===== src/logic/vga_sram_consts.svh =====
`ifndef VGA_SRAM_CONSTS_SVH
`define VGA_SRAM_CONSTS_SVH

// External SRAM bus
`define SRAM_ADDR_WIDTH 20
`define SRAM_DATA_WIDTH 16

// AXI response code, the only one this design produces
`define AXI_RESP_OKAY 2'b00

// Horizontal raster, in pixel positions
`define H_VISIBLE 8
`define H_SYNC_START 9
`define H_SYNC_END 10
`define H_TOTAL 12

// Vertical raster, in lines
`define V_VISIBLE 4
`define V_SYNC_START 5
`define V_SYNC_END 6
`define V_TOTAL 6

`define FRAME_PIXELS 32

// Pixel FIFO
`define FIFO_DEPTH_LOG2 4
`define FIFO_ALMOST_FULL_LEVEL 12

`endif


===== src/logic/vga_sram_pkg.sv =====
`include "vga_sram_consts.svh"

package vga_sram_pkg;

  typedef logic [`SRAM_ADDR_WIDTH-1:0] sram_addr_t;
  typedef logic [`SRAM_DATA_WIDTH-1:0] sram_data_t;
  typedef logic [3:0] color_t;
  typedef logic [1:0] axi_resp_t;

  // FIFO word, sync bits on top as they go out to the pins
  typedef struct packed {
    logic hsync;
    logic vsync;
    color_t red;
    color_t green;
    color_t blue;
  } vga_pixel_t;

  // Write address and write data travel on one channel
  typedef struct packed {
    sram_addr_t addr;
    sram_data_t data;
  } axi_write_t;

  typedef struct packed {
    sram_data_t data;
    axi_resp_t resp;
  } axi_read_t;

  typedef enum logic [2:0] {
    ctrl_idle,
    ctrl_write,
    ctrl_write_resp,
    ctrl_read,
    ctrl_read_resp
  } ctrl_state_t;

  typedef enum logic [1:0] {pat_fill, pat_wait_resp, pat_done} pattern_state_t;

  typedef enum logic [1:0] {
    stream_advance,
    stream_read_addr,
    stream_read_data,
    stream_push
  } stream_state_t;

endpackage


===== src/logic/vga_sram_pixel_stream.sv =====
`timescale 1ns/1ns
`include "vga_sram_consts.svh"

module vga_sram_pixel_stream (
  input logic clk,
  input logic reset,
  input logic pattern_done,
  input logic almost_full,
  output logic ar_valid,
  input logic ar_ready,
  output vga_sram_pkg::sram_addr_t ar_addr,
  input logic r_valid,
  output logic r_ready,
  input vga_sram_pkg::axi_read_t r_payload,
  output logic push,
  output vga_sram_pkg::vga_pixel_t pixel
);
  import vga_sram_pkg::*;

  localparam int h_bits = $clog2(`H_TOTAL);
  localparam int v_bits = $clog2(`V_TOTAL);

  localparam logic [h_bits-1:0] h_visible = h_bits'(`H_VISIBLE);
  localparam logic [h_bits-1:0] h_sync_start = h_bits'(`H_SYNC_START);
  localparam logic [h_bits-1:0] h_sync_end = h_bits'(`H_SYNC_END);
  localparam logic [h_bits-1:0] h_last = h_bits'(`H_TOTAL - 1);
  localparam logic [v_bits-1:0] v_visible = v_bits'(`V_VISIBLE);
  localparam logic [v_bits-1:0] v_sync_start = v_bits'(`V_SYNC_START);
  localparam logic [v_bits-1:0] v_sync_end = v_bits'(`V_SYNC_END);
  localparam logic [v_bits-1:0] v_last = v_bits'(`V_TOTAL - 1);

  stream_state_t state;
  logic [h_bits-1:0] h_count;
  logic [v_bits-1:0] v_count;
  sram_addr_t fb_addr;
  logic visible;
  logic line_end;
  logic frame_end;

  assign visible = (h_count < h_visible) && (v_count < v_visible);
  assign line_end = (h_count == h_last);
  assign frame_end = line_end && (v_count == v_last);

  // Raster position moves on only after its pixel is pushed
  always_ff @(posedge clk) begin
    if (reset) begin
      h_count <= '0;
      v_count <= '0;
      fb_addr <= '0;
    end else if (push) begin
      if (line_end) begin
        h_count <= '0;
        v_count <= frame_end ? '0 : v_count + 1'b1;
      end else begin
        h_count <= h_count + 1'b1;
      end
      if (frame_end) begin
        fb_addr <= '0;
      end else if (visible) begin
        fb_addr <= fb_addr + 1'b1;
      end
    end
  end

  always_ff @(posedge clk) begin
    if (reset) begin
      state <= stream_advance;
    end else begin
      case (state)
        stream_advance: begin
          if (pattern_done && !almost_full) begin
            state <= visible ? stream_read_addr : stream_push;
          end
        end
        stream_read_addr: begin
          if (ar_ready) begin
            state <= stream_read_data;
          end
        end
        stream_read_data: begin
          if (r_valid) begin
            state <= stream_advance;
          end
        end
        default: begin
          state <= stream_advance;
        end
      endcase
    end
  end

  assign ar_valid = (state == stream_read_addr);
  assign ar_addr = fb_addr;
  assign r_ready = (state == stream_read_data);

  // Visible pixels push on the read response itself
  assign push = (state == stream_push) || (r_ready && r_valid);

  always_comb begin
    pixel.hsync = !((h_count >= h_sync_start) && (h_count < h_sync_end));
    pixel.vsync = !((v_count >= v_sync_start) && (v_count < v_sync_end));
    pixel.red = '0;
    pixel.green = '0;
    pixel.blue = '0;
    // A failed read shows as black
    if (r_ready && (r_payload.resp == `AXI_RESP_OKAY)) begin
      pixel.red = r_payload.data[11:8];
      pixel.green = r_payload.data[7:4];
      pixel.blue = r_payload.data[3:0];
    end
  end

endmodule


===== config.mk =====
export PLATFORM = sky130hd
export DESIGN_NAME = vga_sram_pixel_stream
export DESIGN_NICKNAME = d
export VERILOG_FILES = /design/src/logic/vga_sram_pkg.sv /design/src/logic/vga_sram_pixel_stream.sv
export VERILOG_INCLUDE_DIRS = /design/src /design/src/logic
export SDC_FILE = /design/constraint.sdc
export NUM_CORES = 1
export LEC_CHECK = 0
export BUFFER_PORTS_ARGS = -buffer_cell sky130_fd_sc_hd__buf_2
export CAP_MARGIN = 20
export CORE_ASPECT_RATIO = 1.2
export CORE_MARGIN = 2
export CORE_UTILIZATION = 45
export DETAILED_ROUTE_END_ITERATION = 8
export PLACE_DENSITY_LB_ADDON = 0.12
export SYNTH_ARGS = -nofsm -noshare
export SYNTH_HDL_FRONTEND = slang
export SYNTH_SLANG_ARGS = --single-unit

===== constraint.sdc =====
create_clock -name clk -period 2.5 [get_ports clk]
set_input_delay 0.375 -clock clk [delete_from_list [all_inputs] [get_ports clk]]
set_output_delay 0.375 -clock clk [all_outputs]
set_load 0.01 [all_outputs]

Yosys cells after proc, flatten, opt, wreduce, memory -nomap -nowiden
Cells that the tools add are included.
{"block": "totals", "regBits": 29, "out_inout_bits": 37, "elab_cells": 48}
{"block": "op_classes", "order_cmp": 6, "n_mux": 10, "addsub": 3, "n_reduce_logical": 17, "n_eq_ne": 8}
{"cell": "$mux 20", "count": 2}
{"cell": "$add 20x1->20 const B", "count": 1}
{"cell": "$mux 12", "count": 1}
{"cell": "$lt 4x4->1 const B", "count": 2}
{"cell": "$mux 2", "count": 4}
{"cell": "$logic_and 1x1->1", "count": 7}
{"cell": "$lt 3x3->1 const B", "count": 2}
{"cell": "$pmux 2 s3", "count": 1}
{"cell": "$add 4x1->4 const B", "count": 1}
{"cell": "$eq 2x2->1 const B", "count": 2}
{"cell": "$eq 4x4->1 const B", "count": 1}
{"cell": "$ge 4x4->1 const B", "count": 1}
{"cell": "$logic_not 2->1", "count": 2}
{"cell": "$mux 4", "count": 1}
{"cell": "$ne 2x2->1 const B", "count": 2}
{"cell": "$reduce_and 2->1", "count": 2}
{"cell": "$add 3x1->3 const B", "count": 1}
{"cell": "$eq 3x3->1 const B", "count": 1}
{"cell": "$ge 3x3->1 const B", "count": 1}
{"cell": "$logic_not 1->1", "count": 3}
{"cell": "$mux 3", "count": 1}
{"cell": "$reduce_and 3->1", "count": 1}
{"cell": "$eq 2x1->1 const B", "count": 1}
{"cell": "$ne 2x1->1 const B", "count": 1}
{"cell": "2 further kinds", "count": 2}

Logic depth before layout (Yosys ltp)
{"block": "logic_depth", "ltp_word": 5, "depth_mapped": 8, "depth_no_buf": 6}

Worst setup path before layout
No wires, ideal clock.
{"block": "synth_timing", "path_kind": "register to register", "from": "reg v_count[0]", "to": "reg fb_addr[16] (netlist: ar_addr[16])", "n_path_buf": 1, "t_required_ns": 2.379, "t_arrival_ns": 1.647, "stages_incl_launch_ff": 7, "synth_period_minus_slack_ns": 1.768, "setup_slack_ns": 0.732, "setup_time_ns": 0.121, "cell_sequence": "dfxtp_1 -> ha_1 -> and4b_2 -> a22oi_2 -> buf_6 -> nor4_1 -> mux2_2"}
{"block": "synth_between", "elab_chain_len": 4, "word_cells_on_any_way": 7, "cone_classes": "order compare (1); eq/ne (1); mux (1); reduce/logical (4)"}
{"element": "from (decl)", "line": "vga_sram_pixel_stream.sv:34", "text": "logic [v_bits-1:0] v_count;"}
{"element": "from (signal assigned)", "line": "vga_sram_pixel_stream.sv:53", "text": "v_count <= frame_end ? '0 : v_count + 1'b1;"}
{"element": "$lt 3x3->1 / $eq 3x3->1 (equally long branches)", "line": "vga_sram_pixel_stream.sv:40, vga_sram_pixel_stream.sv:42"}
{"element": "$logic_and 1x1->1 (on tied branches)", "line": "vga_sram_pixel_stream.sv:40, vga_sram_pixel_stream.sv:42"}
{"element": "$reduce_bool 2->1 (no line)"}
{"element": "$reduce_and 2->1 (no line)"}
{"element": "to (signal assigned)", "line": "vga_sram_pixel_stream.sv:60", "text": "fb_addr <= fb_addr + 1'b1;"}
{"element": "to (decl)", "line": "vga_sram_pixel_stream.sv:35", "text": "sram_addr_t fb_addr;"}
Parallel ways exist; a longest one is shown, timed or not.
A chain may end at the register's enable or synchronous reset.

Final worst setup path
{"block": "layout_timing", "from": "reg v_count[1]", "to": "reg fb_addr[5] (netlist: ar_addr[5])"}
The elaborated chain is that of the path after synthesis.

==> impl_metrics.env <==
export IMPL_worstSetupEndpoint="ar_addr[5]"
export IMPL_vdd_drop_max_v=0.0001714
export IMPL_grt_pass1_vias=1407
export IMPL_p_per_area_mw_per_mm2=443.7
export IMPL_cts_num_sinks=29
export IMPL_port_buffers=56
export IMPL_path_max_fanout=11
export IMPL_status="finished, final reports clean"
export IMPL_seq_area_frac_synth=0.3520
export IMPL_grt_max_degree=17
export IMPL_die_w_um=59.26
export IMPL_r2r_slack_ns=0.50
export IMPL_path_common_cell="buf_4"
export IMPL_p_comb_frac=0.049
export IMPL_cts_tree="yes"
export IMPL_design_area_sq_mm=0.001989
export IMPL_async_reset_ff_frac=0
export IMPL_synth_top_flop_cell="dfxtp_1"
export IMPL_r2r_end="ar_addr[5]"
export IMPL_die_area_sq_mm=0.004167
export IMPL_synth_avg_cell_area_sq_um=8.457
export IMPL_fin_nets=281
export IMPL_ys_types=41
export IMPL_post_drt_wl_per_cell_um=12.57
export IMPL_dr_pass1_iters=4
export IMPL_root_buffer="clkbuf_8"
export IMPL_syn_inst=195
export IMPL_synth_common_cells="29 x dfxtp_1, 24 x a21oi_1, 13 x o31ai_1, 13 x or4_1"
export IMPL_p_sw_uw=200.5
export IMPL_path_cells="inv_1 -> ha_1 -> and4b_2 -> a22oi_2 -> buf_4 -> buf_4 -> o21ai_0 -> a21oi_1"
export IMPL_post_cts_buffers=0
export IMPL_diodes=0
export IMPL_drc=0
export IMPL_drive_gt1_frac=0.2897
export IMPL_r2r_cells=8
export IMPL_yosysTopAreaCell="dfxtp_1"
export IMPL_hold_ws_ns=0.3631
export IMPL_post_dp_cell_area_sq_mm=0.001909
export IMPL_cts_buffers=5
export IMPL_detailed_place_hpwl_um=2674
export IMPL_worstSetupEndpointType="flop"
export IMPL_syn_to_final_growth_pct=20.64
export IMPL_cp_num_cells=8
export IMPL_fmax_mhz=499.9
export IMPL_gp_congestion=0.7706
export IMPL_core_area_sq_mm=0.003573
export IMPL_drv_cap=0
export IMPL_synth_most_common_cell="dfxtp_1"
export IMPL_htreeDepth=2
export IMPL_setup_viol=0
export IMPL_ioPinCount=61
export IMPL_synth_top_area_frac=0.3520
export IMPL_crit_family="compound AO/OA/AOI/OAI gates"
export IMPL_hold_path_class="input pin to flop"
export IMPL_slowest_stage="a22oi_2"
export IMPL_r2r_start="v_count[1]"
export IMPL_cts_clk_slew_worst_paths_ns=0.06
export IMPL_synth_edf_count=0
export IMPL_rsz0062_at_grt="no"
export IMPL_antenna_left=0
export IMPL_slew_headroom=0.6520
export IMPL_p_clk_frac=0.421
export IMPL_required_ns=2.72
export IMPL_cts_resized=0
export IMPL_tightest_slew_ns=0.5206
export IMPL_period_needed_ns=2.000
export IMPL_die_h_um=70.32
export IMPL_slew_viol_final=0
export IMPL_antenna_found_initial=0
export IMPL_clock_latency_ns=0.28
export IMPL_seqPwrFrac=0.531
export IMPL_timing_setup_tns_ns=0
export IMPL_gr_usage_all_layers=0.1906
export IMPL_skew_ns=0.001458
export IMPL_critPathKind="flop to flop"
export IMPL_ys_warn_count=0
export IMPL_start_kind="flop"
export IMPL_netlist_top_cells_area="dfxtp_1 35%, a21oi_1 7.3%, o31ai_1 5.9%"
export IMPL_via_per_inst=5.481
export IMPL_path_buf_inv=3
export IMPL_vias=1595
export IMPL_crit_start="v_count[1]"
export IMPL_hold_viol_final=0
export IMPL_total_power_uw=882.7
export IMPL_drt_total_wl_um=3658
export IMPL_syn_area_sq_mm=0.001649
export IMPL_hold_buffers=0
export IMPL_clk_path_buf_depth=2
export IMPL_p_int_uw=682.2
export IMPL_initial_utilization=0.4615
export IMPL_p_leak_nw=0.8248
export IMPL_ys_ff_latch=29
export IMPL_grt_pass1_wl_um=6230
export IMPL_grt_overflow=0
export IMPL_slowest_delay_ns=0.44
export IMPL_netSwitchingFraction=0.2272
export IMPL_num_rows=24
export IMPL_syn_nets=225
export IMPL_cp_arrival_ns=2.22
export IMPL_drtIter0Drc=55
export IMPL_period_share=0.8001
worst reg2reg max path, delay by kind of cell, from the launching register on:
family	cells	cell delay (ns)
compound gates	3	0.67
buf+inv	3	0.46
simple gates	1	0.26
fa+ha+maj	1	0.20
flops	1	0.35
power groups by stage:
stage          Sequential [mW]  Combinational (mW)  Clock [mW]
2_1_floorplan            0.478              0.0242           0
3_3_place_gp             0.479              0.0428           0
3_5_place_dp             0.479              0.0432           0
4_1_cts                  0.468              0.0433       0.384
5_1_grt                  0.469              0.0485       0.404
6_report                 0.468              0.0430       0.371
metal layers:
layer / GRT usage / routed length, um / vias to the layer above
met5: 0 / 0 / -
met4: 0.09848 / 81 / 0
met3: 0.03704 / 152 / 7
met2: 0.2979 / 1744 / 30
met1: 0.2420 / 1680 / 728
li1: - / - / 830
area by class of cell:
| cell class | instances | area (sq um) |
|---|---|---|
| tap | 39 | 48.80 |
| sequential | 29 | 580.6 |
| clock buffer | 8 | 80.08 |
| timing repair buffer | 61 | 317.8 |
| inverter | 10 | 37.54 |
| fill | 356 | 1584 |
| multi-input combinational | 144 | 924.6 |
kinds of logic after synthesis:
kind of cell	Yosys count	share of synthesized area
AND/OR/NAND/NOR	84	0.2997
multiplexers	1	0.006828
flip-flops	29	0.3521
XOR/XNOR	5	0.02655
AO/OA/AOI/OAI	48	0.1821
buffers and inverters	22	0.08725
adder cells (fa/ha/maj)	6	0.04552
through the flow:
| step | util | instances | worst slack [ns] |
|---|---|---|---|
| 5_1_grt | 0.5567 | 291 | 0.3016 |
| 3_3_place_gp | 0.5343 | 283 | 0.5561 |
| 6_report | 0.5567 | 291 | 0.4998 |
| 3_5_place_dp | 0.5343 | 283 | 0.5066 |
| 4_1_cts | 0.5567 | 291 | 0.4929 |
| 2_1_floorplan | - | 195 | 0.7320 |
flip-flops by register name, indices dropped and copies added (netlist names):
name,flops
h_count,4
state,2
v_count,3
ar_addr,20
how the worst min path moves through the flow:
stage | startpoint | end | depth (start not counted) | slack (ns)
floorplan | v_count[1] | v_count[1] | 2 | 0.47
global placement | ar_addr[19] | ar_addr[19] | 2 | 0.47
detailed placement | ar_addr[19] | ar_addr[19] | 2 | 0.48
CTS | ar_ready | state[1] | 3 | 0.36
global route | ar_ready | state[1] | 3 | 0.39
finish | ar_ready | state[1] | 3 | 0.36
placed cells by master (no fill, tap or decap), types with 3 or more instances in the layout:
cell type   n
a21oi_1    24
and2_1     12
buf_2      56
buf_4       5
clkbuf_1    3
clkbuf_8    5
dfxtp_1    29
ha_1        6
inv_1       9
nand2_1    12
nand3_1     8
nand4_1     5
nor2_1     10
nor2b_1     3
nor3_1      5
nor4_1      3
o21ai_0     4
o31ai_1    13
or3_1       3
or4_1      13
xnor2_1     4
(Power assumes the default switching activity.)
