<file path="src/logic/vga_sram_consts.svh">
`ifndef VGA_SRAM_CONSTS_SVH
`define VGA_SRAM_CONSTS_SVH

// External SRAM bus
`define SRAM_ADDR_WIDTH 20
`define SRAM_DATA_WIDTH 16

// AXI response code, the only one this design produces
`define AXI_RESP_OKAY 2'b00

// Horizontal raster, in pixel positions
`define H_VISIBLE 8
`define H_SYNC_START 9
`define H_SYNC_END 10
`define H_TOTAL 12

// Vertical raster, in lines
`define V_VISIBLE 4
`define V_SYNC_START 5
`define V_SYNC_END 6
`define V_TOTAL 6

`define FRAME_PIXELS 32

// Pixel FIFO
`define FIFO_DEPTH_LOG2 4
`define FIFO_ALMOST_FULL_LEVEL 12

`endif

</file>
<file path="src/logic/vga_sram_pkg.sv">
`include "vga_sram_consts.svh"

package vga_sram_pkg;

  typedef logic [`SRAM_ADDR_WIDTH-1:0] sram_addr_t;
  typedef logic [`SRAM_DATA_WIDTH-1:0] sram_data_t;
  typedef logic [3:0] color_t;
  typedef logic [1:0] axi_resp_t;

  // FIFO word, sync bits on top as they go out to the pins
  typedef struct packed {
    logic hsync;
    logic vsync;
    color_t red;
    color_t green;
    color_t blue;
  } vga_pixel_t;

  // Write address and write data travel on one channel
  typedef struct packed {
    sram_addr_t addr;
    sram_data_t data;
  } axi_write_t;

  typedef struct packed {
    sram_data_t data;
    axi_resp_t resp;
  } axi_read_t;

  typedef enum logic [2:0] {
    ctrl_idle,
    ctrl_write,
    ctrl_write_resp,
    ctrl_read,
    ctrl_read_resp
  } ctrl_state_t;

  typedef enum logic [1:0] {pat_fill, pat_wait_resp, pat_done} pattern_state_t;

  typedef enum logic [1:0] {
    stream_advance,
    stream_read_addr,
    stream_read_data,
    stream_push
  } stream_state_t;

endpackage

</file>
<file path="src/logic/vga_sram_pattern_generator.sv">
`timescale 1ns/1ns
`include "vga_sram_consts.svh"

module vga_sram_pattern_generator (
  input logic clk,
  input logic reset,
  output logic aw_valid,
  input logic aw_ready,
  output vga_sram_pkg::axi_write_t aw_payload,
  input logic b_valid,
  output logic b_ready,
  input vga_sram_pkg::axi_resp_t b_resp,
  output logic pattern_done
);
  import vga_sram_pkg::*;

  localparam color_t x_last = color_t'(`H_VISIBLE - 1);
  localparam color_t y_last = color_t'(`V_VISIBLE - 1);

  pattern_state_t state;
  color_t x;
  color_t y;
  color_t blue;
  sram_addr_t addr;
  logic last;

  assign last = (x == x_last) && (y == y_last);

  always_ff @(posedge clk) begin
    if (reset) begin
      state <= pat_fill;
      x <= '0;
      y <= '0;
      addr <= '0;
    end else begin
      case (state)
        pat_fill: begin
          if (aw_ready) begin
            state <= pat_wait_resp;
          end
        end
        pat_wait_resp: begin
          if (b_valid) begin
            if (b_resp != `AXI_RESP_OKAY) begin
              // Retry the same address
              state <= pat_fill;
            end else if (last) begin
              state <= pat_done;
            end else begin
              state <= pat_fill;
              addr <= addr + 1'b1;
              if (x == x_last) begin
                x <= '0;
                y <= y + 1'b1;
              end else begin
                x <= x + 1'b1;
              end
            end
          end
        end
        default: begin
          state <= pat_done;
        end
      endcase
    end
  end

  // Test image: red is x, green is y, blue wraps x+y
  assign blue = x + y;
  assign aw_payload.addr = addr;
  assign aw_payload.data = {4'b0000, x, y, blue};

  assign aw_valid = (state == pat_fill);
  assign b_ready = (state == pat_wait_resp);
  assign pattern_done = (state == pat_done);

endmodule

</file>
<file path="config.mk">
export PLATFORM = sky130hd
export DESIGN_NAME = vga_sram_pattern_generator
export DESIGN_NICKNAME = d
export VERILOG_FILES = /design/src/logic/vga_sram_pkg.sv /design/src/logic/vga_sram_pattern_generator.sv
export VERILOG_INCLUDE_DIRS = /design/src /design/src/logic
export SDC_FILE = /design/constraint.sdc
export NUM_CORES = 1
export LEC_CHECK = 0
export BUFFER_PORTS_ARGS = -buffer_cell sky130_fd_sc_hd__buf_4
export CAP_MARGIN = 20
export CORE_UTILIZATION = 35
export CTS_CLUSTER_SIZE = 24
export DETAILED_ROUTE_END_ITERATION = 8
export SLEW_MARGIN = 20
export SYNTH_ARGS = -nofsm -noshare
export SYNTH_HDL_FRONTEND = slang
export SYNTH_SLANG_ARGS = --single-unit
export TNS_END_PERCENT = 30
</file>
<file path="constraint.sdc">
create_clock -name clk -period 2.3 [get_ports clk]
set_input_delay 0.46 -clock clk [delete_from_list [all_inputs] [get_ports clk]]
set_output_delay 0.46 -clock clk [all_outputs]
set_load 0.05 [all_outputs]
</file>
## Word-level counts from Yosys, hierarchy flattened

Index checks and enable logic that the tools add are counted.

| word-level totals | value |
|---|---|
| register bits after elaboration | 30 |
| latch bits | 0 |
| memory bits (writable) | 0 |
| memory bits (read-only) | 0 |
| input bits | 6 |
| output and inout bits | 39 |
| word-level logic and storage cells | 28 |
| memories | 0 |

| cells by class | value |
|---|---|
| add/sub/neg operators | 4 |
| multipliers | 0 |
| divide/modulo/power cells | 0 |
| order comparisons | 0 |
| equal/unequal tests | 6 |
| shifts and indexed selects | 0 |
| muxes and demuxes | 6 |
| bitwise operators | 2 |
| reductions and logical operators | 6 |

Operators by type and width:

| kind | number |
|---|---|
| 20-bit by 1-bit adder with 20-bit output, second input constant | 1 |
| 4-bit by 1-bit adder with 4-bit output, second input constant | 2 |
| 2-bit 2-to-1 mux | 4 |
| 5-bit AND reduction | 1 |
| 4-bit adder | 1 |
| 4-bit by 2-bit == test with 1-bit output, second input constant | 1 |
| 4-bit by 3-bit == test with 1-bit output, second input constant | 1 |
| 4-bit 2-to-1 mux | 1 |
| 2-bit one-hot mux with 2 select lines | 1 |
| 4-bit AND reduction | 1 |
| 2-bit by 1-bit == test with 1-bit output, second input constant | 1 |
| 2-bit == test, second input constant | 1 |
| 2-bit zero test | 1 |
| 2-bit by 1-bit != test with 1-bit output, second input constant | 1 |
| 2-bit != test, second input constant | 1 |
| 1-bit inverter | 2 |
| 2-bit AND reduction | 1 |
| 2-bit nonzero test | 1 |
| 1-bit logical AND | 1 |

## Depth between registers and ports, before layout

Gate-level depths: netlist (run 1).

| depth | value |
|---|---|
| word-level depth | 6 |
| mapped depth | 6 |
| mapped depth without buffers | 5 |

## Least setup slack after synthesis (run 1)

Ideal clock, no wire load.

| path | value |
|---|---|
| path type | reg-to-output |
| from | register x[0] |
| to | output port aw_payload[2] (netlist name) |
| arrival | 2199 ps |
| required time | 1840 ps |
| setup slack | -359 ps |
| cell stages (with the launch flop) | 5 |
| path buffers | 0 |
| cells stage by stage | dfxtp_1 -> ha_1 -> inv_1 -> fa_1 -> xnor2_1 |

RTL lines:

| element | line | RTL |
|---|---|---|
| from (decl) | vga_sram_pattern_generator.sv:21 | `color_t x;` |
| from (signal assigned) | vga_sram_pattern_generator.sv:56 | `x <= x + 1'b1;` |
| to (decl) | vga_sram_pattern_generator.sv:9 | `output vga_sram_pkg::axi_write_t aw_payload,` |

==> results of run 1 <==
## flip-flops by register name, summed over array words and instances (netlist names)
name and cells:
addr 20, x 4, y 4, state 2
## final timing paths
path / from / end / slack [ps] / cells after the start
worst max-delay path: x[1]$_SDFFE_PP0P_ / aw_payload[3] / 100 / 5
worst min-delay path: aw_ready / state[0]$_SDFFE_PP0P_ / 460 / 3
worst max register to register: y[0]$_SDFFE_PP0P_ / y[3]$_SDFFE_PP0P_ / 310 / 5
worst min register to register: addr[19]$_SDFFE_PP0P_ / addr[19]$_SDFFE_PP0P_ / 480 / 2
## power groups by stage
stage,logic [mW],clock network (mW),registers (mW)
after floorplan,0.0457,0,0.539
after global placement,0.0596,0,0.537
after detailed placement,0.0594,0,0.537
after CTS,0.0596,0.463,0.525
after global routing,0.0626,0.487,0.525
final,0.0593,0.448,0.525
## layout make-up
cell class	instances	area, sq um
inverters	9	33.8
flip-flops and latches	30	601
well taps	52	65.1
clock inverters	2	12.5
clock buffers	6	82.6
repair buffers	42	315
fillers	443	2340
multi-input cells	136	906
## layer usage
metal	vias up	global-route usage (%)
met2	29	21.8
met5	-	0
met3	7	5.41
met1	657	20.6
li1	754	-
met4	0	6.80
## synth_stat cells (all sizes together) (2+ instances only)
cell	number
nand2	10
nand3b	2
or3	12
nor2	9
nor2b	2
o2111ai	2
mux2i	3
nand4	3
inv	9
nor4	2
clkbuf	5
buf	7
o21ai	12
nand3	7
a21oi	24
xnor2	5
and4	3
or4	7
o31ai	7
nor3	2
ha	6
dfxtp	30
## critical path, stage by stage, from the launching register on
cell and delay (ps):
dfxtp_1 430, ha_1 270, a21o_1 150, a21oi_1 240, xnor2_2 140, buf_4 210
## cell families after synthesis
kind of cell,Yosys count
multiplexers,3
XOR/XNOR,6
AO/OA/AOI/OAI,50
flip-flops,30
AND/OR/NAND/NOR,66
adder cells (fa/ha/maj),7
other,1
buffers and inverters,21
## stage by stage
step,cells,hold WS (ps),setup TNS (ps)
detailed placement,269,477,0
finish,277,462,0
floorplan,187,579,-67.7
CTS,277,454,0
global route,277,509,0
global placement,269,474,0
==> impl_results.md, run 1 <==
* Average wire per standard cell at between 10 and 15 um
* # nets final at around 240
* I/O pin cnt at 45
* Utilization after layout at 46.3%
* Highest-count cells in the layout ignoring fill and taps: buf_4 (42), dfxtp_1 (30), a21oi_1 (24), or3_1 (12)
* Number of flops mapped to enable cells by yosys at 0
* Worst clock skew at 6.10 ps
* Htree depth at 2
* Worst hold path class: primary input to register
* Post-synth cell types at 41
* Post-Synth Adder-Cell Area at ~6%
* Setup crit start kind: register
* Clock latency on the worst-skew pair at between 200 and 300 ps
* GR Util All Layers at 15.3%
* CTS Hold Bufs at 0
* Via count at 1447
* Clock sink total at 30
* Slew HR at 65.7%
* Sw frac at 24.7%
* 1st-iter DRT viols at 49
* Top cells by area, synth: dfxtp_1 (38%), a21oi_1 (7.6%), ha_1 (4.8%), or3_1 (4.8%), o31ai_1 (3.3%)
* Met3 wire length at 174 um
* Design Area, Final at 0.00202 sq mm
* Worst Setup End Kind: output pin
* Most common cell after layout, fill and taps aside: buf_4
* Worst-path fanout max at 6
* VDD IR max at 0.220 mV
* Placed cell area at 0.00192 sq mm
* Crit path arrival time at between 1500 and 2000 ps
* Core Box Area at 0.00435 sq mm
* Number of CTS-inserted buffers at 5
* Dpl hpwl at 2.45 mm
* Ratio of cells with drive above 1 in the final layout at about 25%
* Int Pwr at between 700 and 800 uW
* Global placer's final weighted congestion at a little under 0.8
* First-pass GRT wire length at a little under 6 mm
* Largest net degree at the start of global routing at 31
* Synth Cell Area at 0.00158 sq mm
* Gates resized, CTS repair at 0
* Worst-case clock buffer depth at 2
* Leakage at approximately 0.78 nW
* Synth Warn # at 0
* Pre-CTS setup slack at 259 ps
* PD cells at about 510 mW/mm^2
* Status: finished, final reports clean
* Final setup violation count at 0
* Area fraction of the dominant cell type after synthesis at 38.1%
* Routed WL at 3.50 mm
* Worst-margin pin slew at a little over 500 ps
* P_sw at 255 uW
* Clock root buffer master: clkbuf_8
* Post-CTS Setup Inserts at 0
* Register share of total power at 50.9%
* Number of remaining DRC errors at 0
* Largest family of logic cells by synthesized area: simple AND/OR/NAND/NOR gates
* Upper clock frequency limit at 0.455 GHz
* Total grt overflow at 0
* WL met1 at between 1.5 and 2 mm
* Xor/xnor share of the synthesized area at under 10%
* Area added between synthesis and finish at 27.8%
* Cell Rows at 24
* Port buffer count at 40
* Vias/cell at 5.22
* Die width at 69.1 um
* Final-report max-slew violation count at 0
* Fin crit period at 2200 ps
* Sequential area share after synthesis at 38.1%
* Synth Register Bits at 30
* RSZ-0062 raised after global routing: no
* Compound-Gate Fraction of Synth Area at 18.4%
* Multiplexer share of the synthesized area at 1.90%
* Initial Util at 36.2%
* Yosys top cell by area: dfxtp_1
* Clock Power Share at 43.4%
* Diode count at 0
* Clock Pin Slew Worst Setup and Hold Paths at around 70 ps
* Share of synthesized registers carrying an async set or reset at 0%
* Critical path class: register to output pin
* Critical Path RT at 1840 ps
* Tot Pwr at 1.03 mW
* Synthesized-area fraction occupied by and/or/nand/nor cells at 25.9%
* Number of global-route vias before repair at between 1k and 1.5k
* Final setup margin at 100 ps
* CTS tree: done
* Syn_area_per_cell at 8.57 sq um
* Detail Route Antenna Nets at 0
* Fin crit share at between 90% and 100%
* Die area at 0.00478 sq mm
* Mapped Cells at around 180
* Initial antenna violation count at 0
* Hold Fails Final Rpt at 0
* Max-cap viol count at 0
* Max layer used: met4
* Met2 wire len at 1.49 mm
* Commonest register cell after synthesis: dfxtp_1
* Combinational share of power at around 5.7%
* Die H at 69.1 um
* 1st-pass router iterations at 4
(Power assumes the default switching activity.)
==> run 2, diff against run 1 <==
- ABC_AREA: unset -> 1
- HOLD_SLACK_MARGIN: unset -> 0.05
==> run 2 against run 1 <==
  * Clock power shrank 11%
  * Hold slack lost 18 ps
  * Final cell count is 35% higher
  * Die area grew 12%
  * Total power fell by 2.8%
  * Register-to-register slack better by 280 ps
  * Synthesized cell count increased by 46%
  * Largest cell class unchanged
==> impl_results.md, run 2 <==
* Max reg flops at 20 (unchanged)
* Top-count cell post-synth: nand2_1
* Global placer's final weighted congestion at 0.810 (+4.3%)
* Syn_area_per_cell at 6.64 sq um (-23%)
* Worst hold path class: primary input to register
* Max-cap viol count at 0 (unchanged)
* Dpl hpwl at 2.72 mm (+11%)
* P_sw at 251 uW (-1.5%)
* CTS Hold Bufs at 0 (unchanged)
* Crit path arrival time at 1670 ps (-70 ps)
* Leakage at 0.953 nW (+21%)
* Number of CTS-inserted buffers at 5 (unchanged)
* Register share of total power at 52.4% (+1.5 points)
* First-pass GRT wire length at 6.74 mm (+17%)
* Detail Route Antenna Nets at 0 (unchanged)
* R2r worst-path depth at 8 (+3)
* Sw frac at 25.0% (+0.32 points)
* Clock root buffer master: clkbuf_8
* Yosys top cell by area: dfxtp_1
* Mapped Cells at 268 (+46%)
* Number of flops mapped to enable cells by yosys at 0 (unchanged)
* Worst-case clock buffer depth at 2 (unchanged)
* Worst clock skew at 4.37 ps (-1.73 ps)
* Clock sink total at 30 (unchanged)
* Total grt overflow at 0 (unchanged)
* Largest net degree at the start of global routing at 49 (+58%)
* RSZ-0062 raised after global routing: no
* Post-CTS Setup Inserts at 0 (unchanged)
* Utilization after layout at 45.7% (-0.58 points)
* Synth top cells by count: nand2_1 (61), nor2_1 (38), inv_1 (37), dfxtp_1 (30), nand3_1 (24)
* VDD IR max at 0.220 mV (about the same)
* # nets final at 320 (+35%)
* Hold Fails Final Rpt at 0 (unchanged)
* Die H at 73.3 um (+6.1%)
* 1st-iter DRT viols at 101 (+110%)
* Initial antenna violation count at 0 (unchanged)
* Number of remaining DRC errors at 0 (unchanged)
* CTS tree: done
* Sequential area share after synthesis at 33.7% (-4.3 points)
* Slew HR at 63.2% (-2.4 points)
* Upper clock frequency limit at 0.469 GHz (+3.2%)
* Int Pwr at 752 uW (-3.2%)
* Cell Rows at 25 (+4.2%)
* Critical path class: register to output pin
* Post-synth cell types at 27 (-34%)
* Worst hold slack at 444 ps (-17.9 ps)
* Most common cell after layout, fill and taps aside: nand2_1
* Setup crit start kind: register
* Gates resized, CTS repair at 0 (unchanged)
* Setup TNS at 0 ps (unchanged)
* Worst-path fanout max at 6 (unchanged)
* Critical Path RT at 1840 ps (about the same)
* Via count at 1714 (+18%)
* Number of global-route vias before repair at 1538 (+27%)
* Fin crit period at 2130 ps (-67.5 ps)
* Worst reg2reg path startpoint: x[1]$_SDFFE_PP0P_
* Biggest regs: addr x20, x x4, y x4
* Final setup violation count at 0 (unchanged)
* Diode count at 0 (unchanged)
* Die width at 73.3 um (+6.1%)
* Status: finished, final reports clean
* Htree depth at 2 (unchanged)
* Share of synthesized registers carrying an async set or reset at 0% (unchanged)
* 1st-pass router iterations at 4 (unchanged)
* Final setup margin at 168 ps (+67.5 ps)
* R2r endpoint: addr[6]$_SDFFE_PP0P_
* Routed WL at 3.85 mm (+9.9%)
* Combinational share of power at 8.0% (+2.3 points)
* Average wire per standard cell at 10.3 um (-19%)
* Final-report max-slew violation count at 0 (unchanged)
* Clock Pin Slew Worst Setup and Hold Paths at 60 ps (about the same)
* Clock Power Share at 39.5% (-3.9 points)
* Area added between synthesis and finish at 23.7%
* Synth Warn # at 0 (unchanged)
* Worst-margin pin slew at 548 ps (+37.0 ps)
* Top cells by area, synth: dfxtp_1 (34%), nand2_1 (13%), nor2_1 (8.0%), inv_1 (7.8%), nand3_1 (6.7%)
* Synth Cell Area at 0.00178 sq mm (+13%)
* Tot Pwr at 1.00 mW (-2.8%)
* Ratio of cells with drive above 1 in the final layout at 17.9% (-7.4 points)
* Core Box Area at 0.00482 sq mm (+11%)
* Commonest register cell after synthesis: dfxtp_1
* PD cells at 456 mW/mm^2 (-11%)
* Fin crit share at 92.7% (-2.9 points)
* Pre-CTS setup slack at 461 ps (+202 ps)
* Worst Setup End Kind: output pin
* GR Util All Layers at 16.2% (+0.95 points)
* Synth Register Bits at 30 (unchanged)
* Hold worst-path end: x[0]$_SDFFE_PP0P_
* Port buffer count at 40 (unchanged)
* Vias/cell at 4.58 (-12%)
* Reg2Reg Setup Slack at 590 ps (+280 ps)
* Clock latency on the worst-skew pair at 280 ps (about the same)
* Die area at 0.00538 sq mm (+12%)
* Hold Path Origin: reset
* I/O pin cnt at 45 (unchanged)
* Area fraction of the dominant cell type after synthesis at 33.7% (-4.3 points)
* Biggest register: addr
* Initial Util at 37.0% (+0.73 points)
* Highest-count cells in the layout ignoring fill and taps: nand2_1 (61), buf_4 (40), nor2_1 (38), inv_1 (37), dfxtp_1 (30)
* Hold path depth at 2 (-1)
==> run 2: metrics by stage <==
step	instances	instance area, sq um
finish	374	2200
global route	374	2200
CTS	374	2200
detailed placement	367	2130
global placement	367	2130
floorplan	271	1810
==> run 2: final cells by class <==
cell class / count / area, sq um
Fill cell: 542 / 2620
Multi-Input combinational cell: 190 / 975
Sequential cell: 30 / 601
Timing Repair Buffer: 41 / 320
Inverter: 39 / 146
Tap cell: 67 / 83.8
Clock buffer: 7 / 76.3
==> run 2: critical path, stage by stage, from the launching register on <==
cell and delay, ps:
dfxtp_1 410, ha_1 190, inv_1 50, fa_1 400
xnor2_2 130, buf_4 210
==> run 2: how the worst max path moves through the flow <==
| stage | cells after the start | from | slack (ps) | end |
|---|---|---|---|---|
| after floorplan | 4 | y[0]$_SDFFE_PP0P_ | -50 | aw_payload[2] |
| after global placement | 5 | y[0]$_SDFFE_PP0P_ | 480 | aw_payload[2] |
| after detailed placement | 5 | y[0]$_SDFFE_PP0P_ | 460 | aw_payload[2] |
| after CTS | 5 | y[0]$_SDFFE_PP0P_ | 150 | aw_payload[2] |
| after global routing | 5 | y[0]$_SDFFE_PP0P_ | 30 | aw_payload[2] |
| final | 5 | y[0]$_SDFFE_PP0P_ | 170 | aw_payload[2] |
==> run 2: power groups by stage <==
stage	logic [mW]	clock network, mW	registers (mW)
2_1_floorplan	0.0611	0	0.542
3_3_place_gp	0.0812	0	0.538
3_5_place_dp	0.0814	0	0.538
4_1_cts	0.0816	0.414	0.526
5_1_grt	0.0888	0.442	0.526
6_report	0.0807	0.397	0.526
==> run 2: logic make-up after synthesis <==
kind of cell / Yosys count / share of synthesized area, %
buffers and inverters: 51 / 13.0
adder cells (fa/ha/maj): 7 / 5.34
flip-flops: 30 / 33.7
AO/OA/AOI/OAI: 23 / 6.75
XOR/XNOR: 7 / 3.44
AND/OR/NAND/NOR: 149 / 37.5
other: 1 / 0.211
==> run 2: per-layer routing <==
metal	global-route usage, %	part of all wire (%)	wire, um	up-vias
met4	4.49	0.65	25	0
met5	0	0	0	-
met3	5.35	3.7	144	2
met1	21.2	49	1890	759
li1	-	-	-	921
met2	25.6	46	1780	32
==> run 3, diff against run 2 <==
- BUFFER_PORTS_ARGS: -buffer_cell sky130_fd_sc_hd__buf_4 -> unset
- DONT_BUFFER_PORTS: unset -> 1
- TNS_END_PERCENT: 30 -> unset
==> run 3 against run 2 <==
  * Maximum frequency fell by 1.1%
  * First-iteration DRC count rose by 0.99%
  * Critical path type unchanged
  * Register-to-register slack got worse by 60 ps
  * Highest routed layer unchanged
  * Core utilization fell by 0.078 points
  * Combinational power fell by 11%
  * Sequential share of layout area barely moved
==> impl_results.md, run 3 (synthesis gave the netlist of run 2 again) <==
* Critical path's slowest cell: dfxtp_1
* Status: finished, final reports clean
* Port buffer count at 0 (-100%)
* Ratio of cells with drive above 1 in the final layout at 16.1% (-1.8 points)
* Highest-count cells in the layout ignoring fill and taps: nand2_1 (61), nor2_1 (38), inv_1 (37), dfxtp_1 (30), buf_4 (27)
* Sw frac at 23.1% (-2.0 points)
* Gates resized, CTS repair at 0 (unchanged)
* Crit path arrival time at 1690 ps (+20 ps)
* Number of remaining DRC errors at 0 (unchanged)
* Diode count at 0 (unchanged)
* Combinational share of power at 6.6% (-1.4 points)
* Total grt overflow at 0 (unchanged)
* 1st-iter DRT viols at 102 (+0.99%)
* PD cells at 498 mW/mm^2 (+9.2%)
* Critical Path RT at 1840 ps (about the same)
* 1st-pass router iterations at 4 (unchanged)
* Clock root buffer master: clkbuf_8
* Largest net degree at the start of global routing at 31 (-37%)
* Final-report max-slew violation count at 0 (unchanged)
* Biggest regs: addr x20, x x4, y x4
* Via count at 1721 (+0.41%)
* Worst hold slack at 241 ps (-204 ps)
* Leakage at 0.929 nW (-2.5%)
* Initial Util at 37.0% (unchanged)
* Int Pwr at 842 uW (+12%)
* Register share of total power at 48.1% (-4.3 points)
* Critical Path Max Stage Delay at 410 ps (about the same)
* Die width at 73.3 um (unchanged)
* Fin crit share at 93.7% (+0.99 points)
* Worst-path fanout max at 6 (unchanged)
* Slew HR at 58.2% (-5.1 points)
* Max reg flops at 20 (unchanged)
* Worst hold path class: primary input to register
* Worst-case clock buffer depth at 2 (unchanged)
* RSZ-0062 raised after global routing: no
* Cell Rows at 25 (unchanged)
* Clock Pin Slew Worst Setup and Hold Paths at 60 ps (about the same)
* Upper clock frequency limit at 0.464 GHz (-1.1%)
* CP Cell Sequence: ha_1, inv_1, fa_1, xnor2_2, buf_12
* Final setup violation count at 0 (unchanged)
* Detail Route Antenna Nets at 0 (unchanged)
* Htree depth at 2 (unchanged)
* Global placer's final weighted congestion at 0.809 (-0.15%)
* Post-CTS Setup Inserts at 0 (unchanged)
* VDD IR max at 0.243 mV (+10%)
* First-pass GRT wire length at 6.46 mm (-4.2%)
* Area added between synthesis and finish at 23.5%
* Die H at 73.3 um (unchanged)
* # nets final at 310 (-3.1%)
* GR Util All Layers at 15.5% (-0.77 points)
* Biggest register: addr
* Hold Fails Final Rpt at 0 (unchanged)
* Clock sink total at 30 (unchanged)
* CTS Hold Bufs at 0 (unchanged)
* Initial antenna violation count at 0 (unchanged)
* I/O pin cnt at 45 (unchanged)
* Clock Power Share at 45.3% (+5.8 points)
* Max-cap viol count at 0 (unchanged)
* Worst-margin pin slew at 626 ps (+78.5 ps)
* Fin crit period at 2150 ps (+22.8 ps)
* Average wire per standard cell at 10.5 um (+2.2%)
* Worst clock skew at 2.31 ps (-2.06 ps)
* Vias/cell at 4.72 (+2.9%)
* Worst Setup End Kind: output pin
* P_sw at 252 uW (+0.47%)
* CTS tree: done
* Clock latency on the worst-skew pair at 280 ps (about the same)
* Number of CTS-inserted buffers at 5 (unchanged)
* Most common cell after layout, fill and taps aside: nand2_1
* Core Box Area at 0.00482 sq mm (unchanged)
* Critical path class: register to output pin
* Setup TNS at 0 ps (unchanged)
* Dpl hpwl at 2.81 mm (+3.1%)
* Setup crit start kind: register
* Number of global-route vias before repair at 1407 (-8.5%)
* Die area at 0.00538 sq mm (unchanged)
* Routed WL at 3.84 mm (-0.26%)
==> run 3: cell count changes in the layout (fill, tap and decap cells not counted), sizes merged <==
| cell | delta |
|---|---|
| clkbuf | +1 |
| buf | -10 |
==> run 3: layer usage <==
layer  track usage, %  vias up  share of wire (%)
met5                0        -                  0
li1                 -      907                  -
met2             23.7       39                 45
met3             5.08        7                5.9
met4             5.34        0                1.7
met1             20.4      768                 47
==> run 3: final timing paths <==
kind                                      startpoint                   end  slack, ps  cells past startpoint
worst max-delay path               y[0]$_SDFFE_PP0P_         aw_payload[2]        150                      5
worst min-delay path                           reset  addr[6]$_SDFFE_PP0P_        240                      1
worst max register to register     x[1]$_SDFFE_PP0P_  addr[1]$_SDFFE_PP0P_        530                      8
worst min register to register  addr[7]$_SDFFE_PP0P_  addr[7]$_SDFFE_PP0P_        490                      2
==> run 3: power by group through the flow <==
| stage | Combinational (mW) | Clock, mW | Sequential, mW |
|---|---|---|---|
| after global routing | 0.0782 | 0.539 | 0.526 |
| after global placement | 0.0719 | 0 | 0.538 |
| final | 0.0721 | 0.496 | 0.526 |
| after floorplan | 0.0611 | 0 | 0.542 |
| after detailed placement | 0.0726 | 0 | 0.538 |
| after CTS | 0.0726 | 0.515 | 0.526 |
==> run 3: final cells by class <==
class / instances / area, sq um
inverter: 39 / 146
multi-input combinational: 190 / 975
tap: 67 / 83.8
sequential: 30 / 601
clock buffer: 8 / 110
timing repair buffer: 31 / 283
fill: 498 / 2620
==> run 3: worst max-delay path, delay by kind of cell, from the launching register on <==
| family | cells | cell delay [ps] |
|---|---|---|
| adders and majority gates | 2 | 590 |
| DFF | 1 | 410 |
| xor gates and xnor gates | 1 | 190 |
| buffers and inverters | 2 | 210 |
==> run 3: through the flow <==
step / setup slack (ps) / area [sq um] / utilization (%) / power [mW] / instances
2_1_floorplan: -51.3 / 1810 / - / 0.604 / 271
3_3_place_gp: 472 / 2090 / 43.4 / 0.610 / 357
3_5_place_dp: 441 / 2090 / 43.4 / 0.610 / 357
4_1_cts: 131 / 2200 / 45.6 / 1.11 / 365
5_1_grt: 34.7 / 2200 / 45.6 / 1.14 / 365
6_report: 145 / 2200 / 45.6 / 1.09 / 365
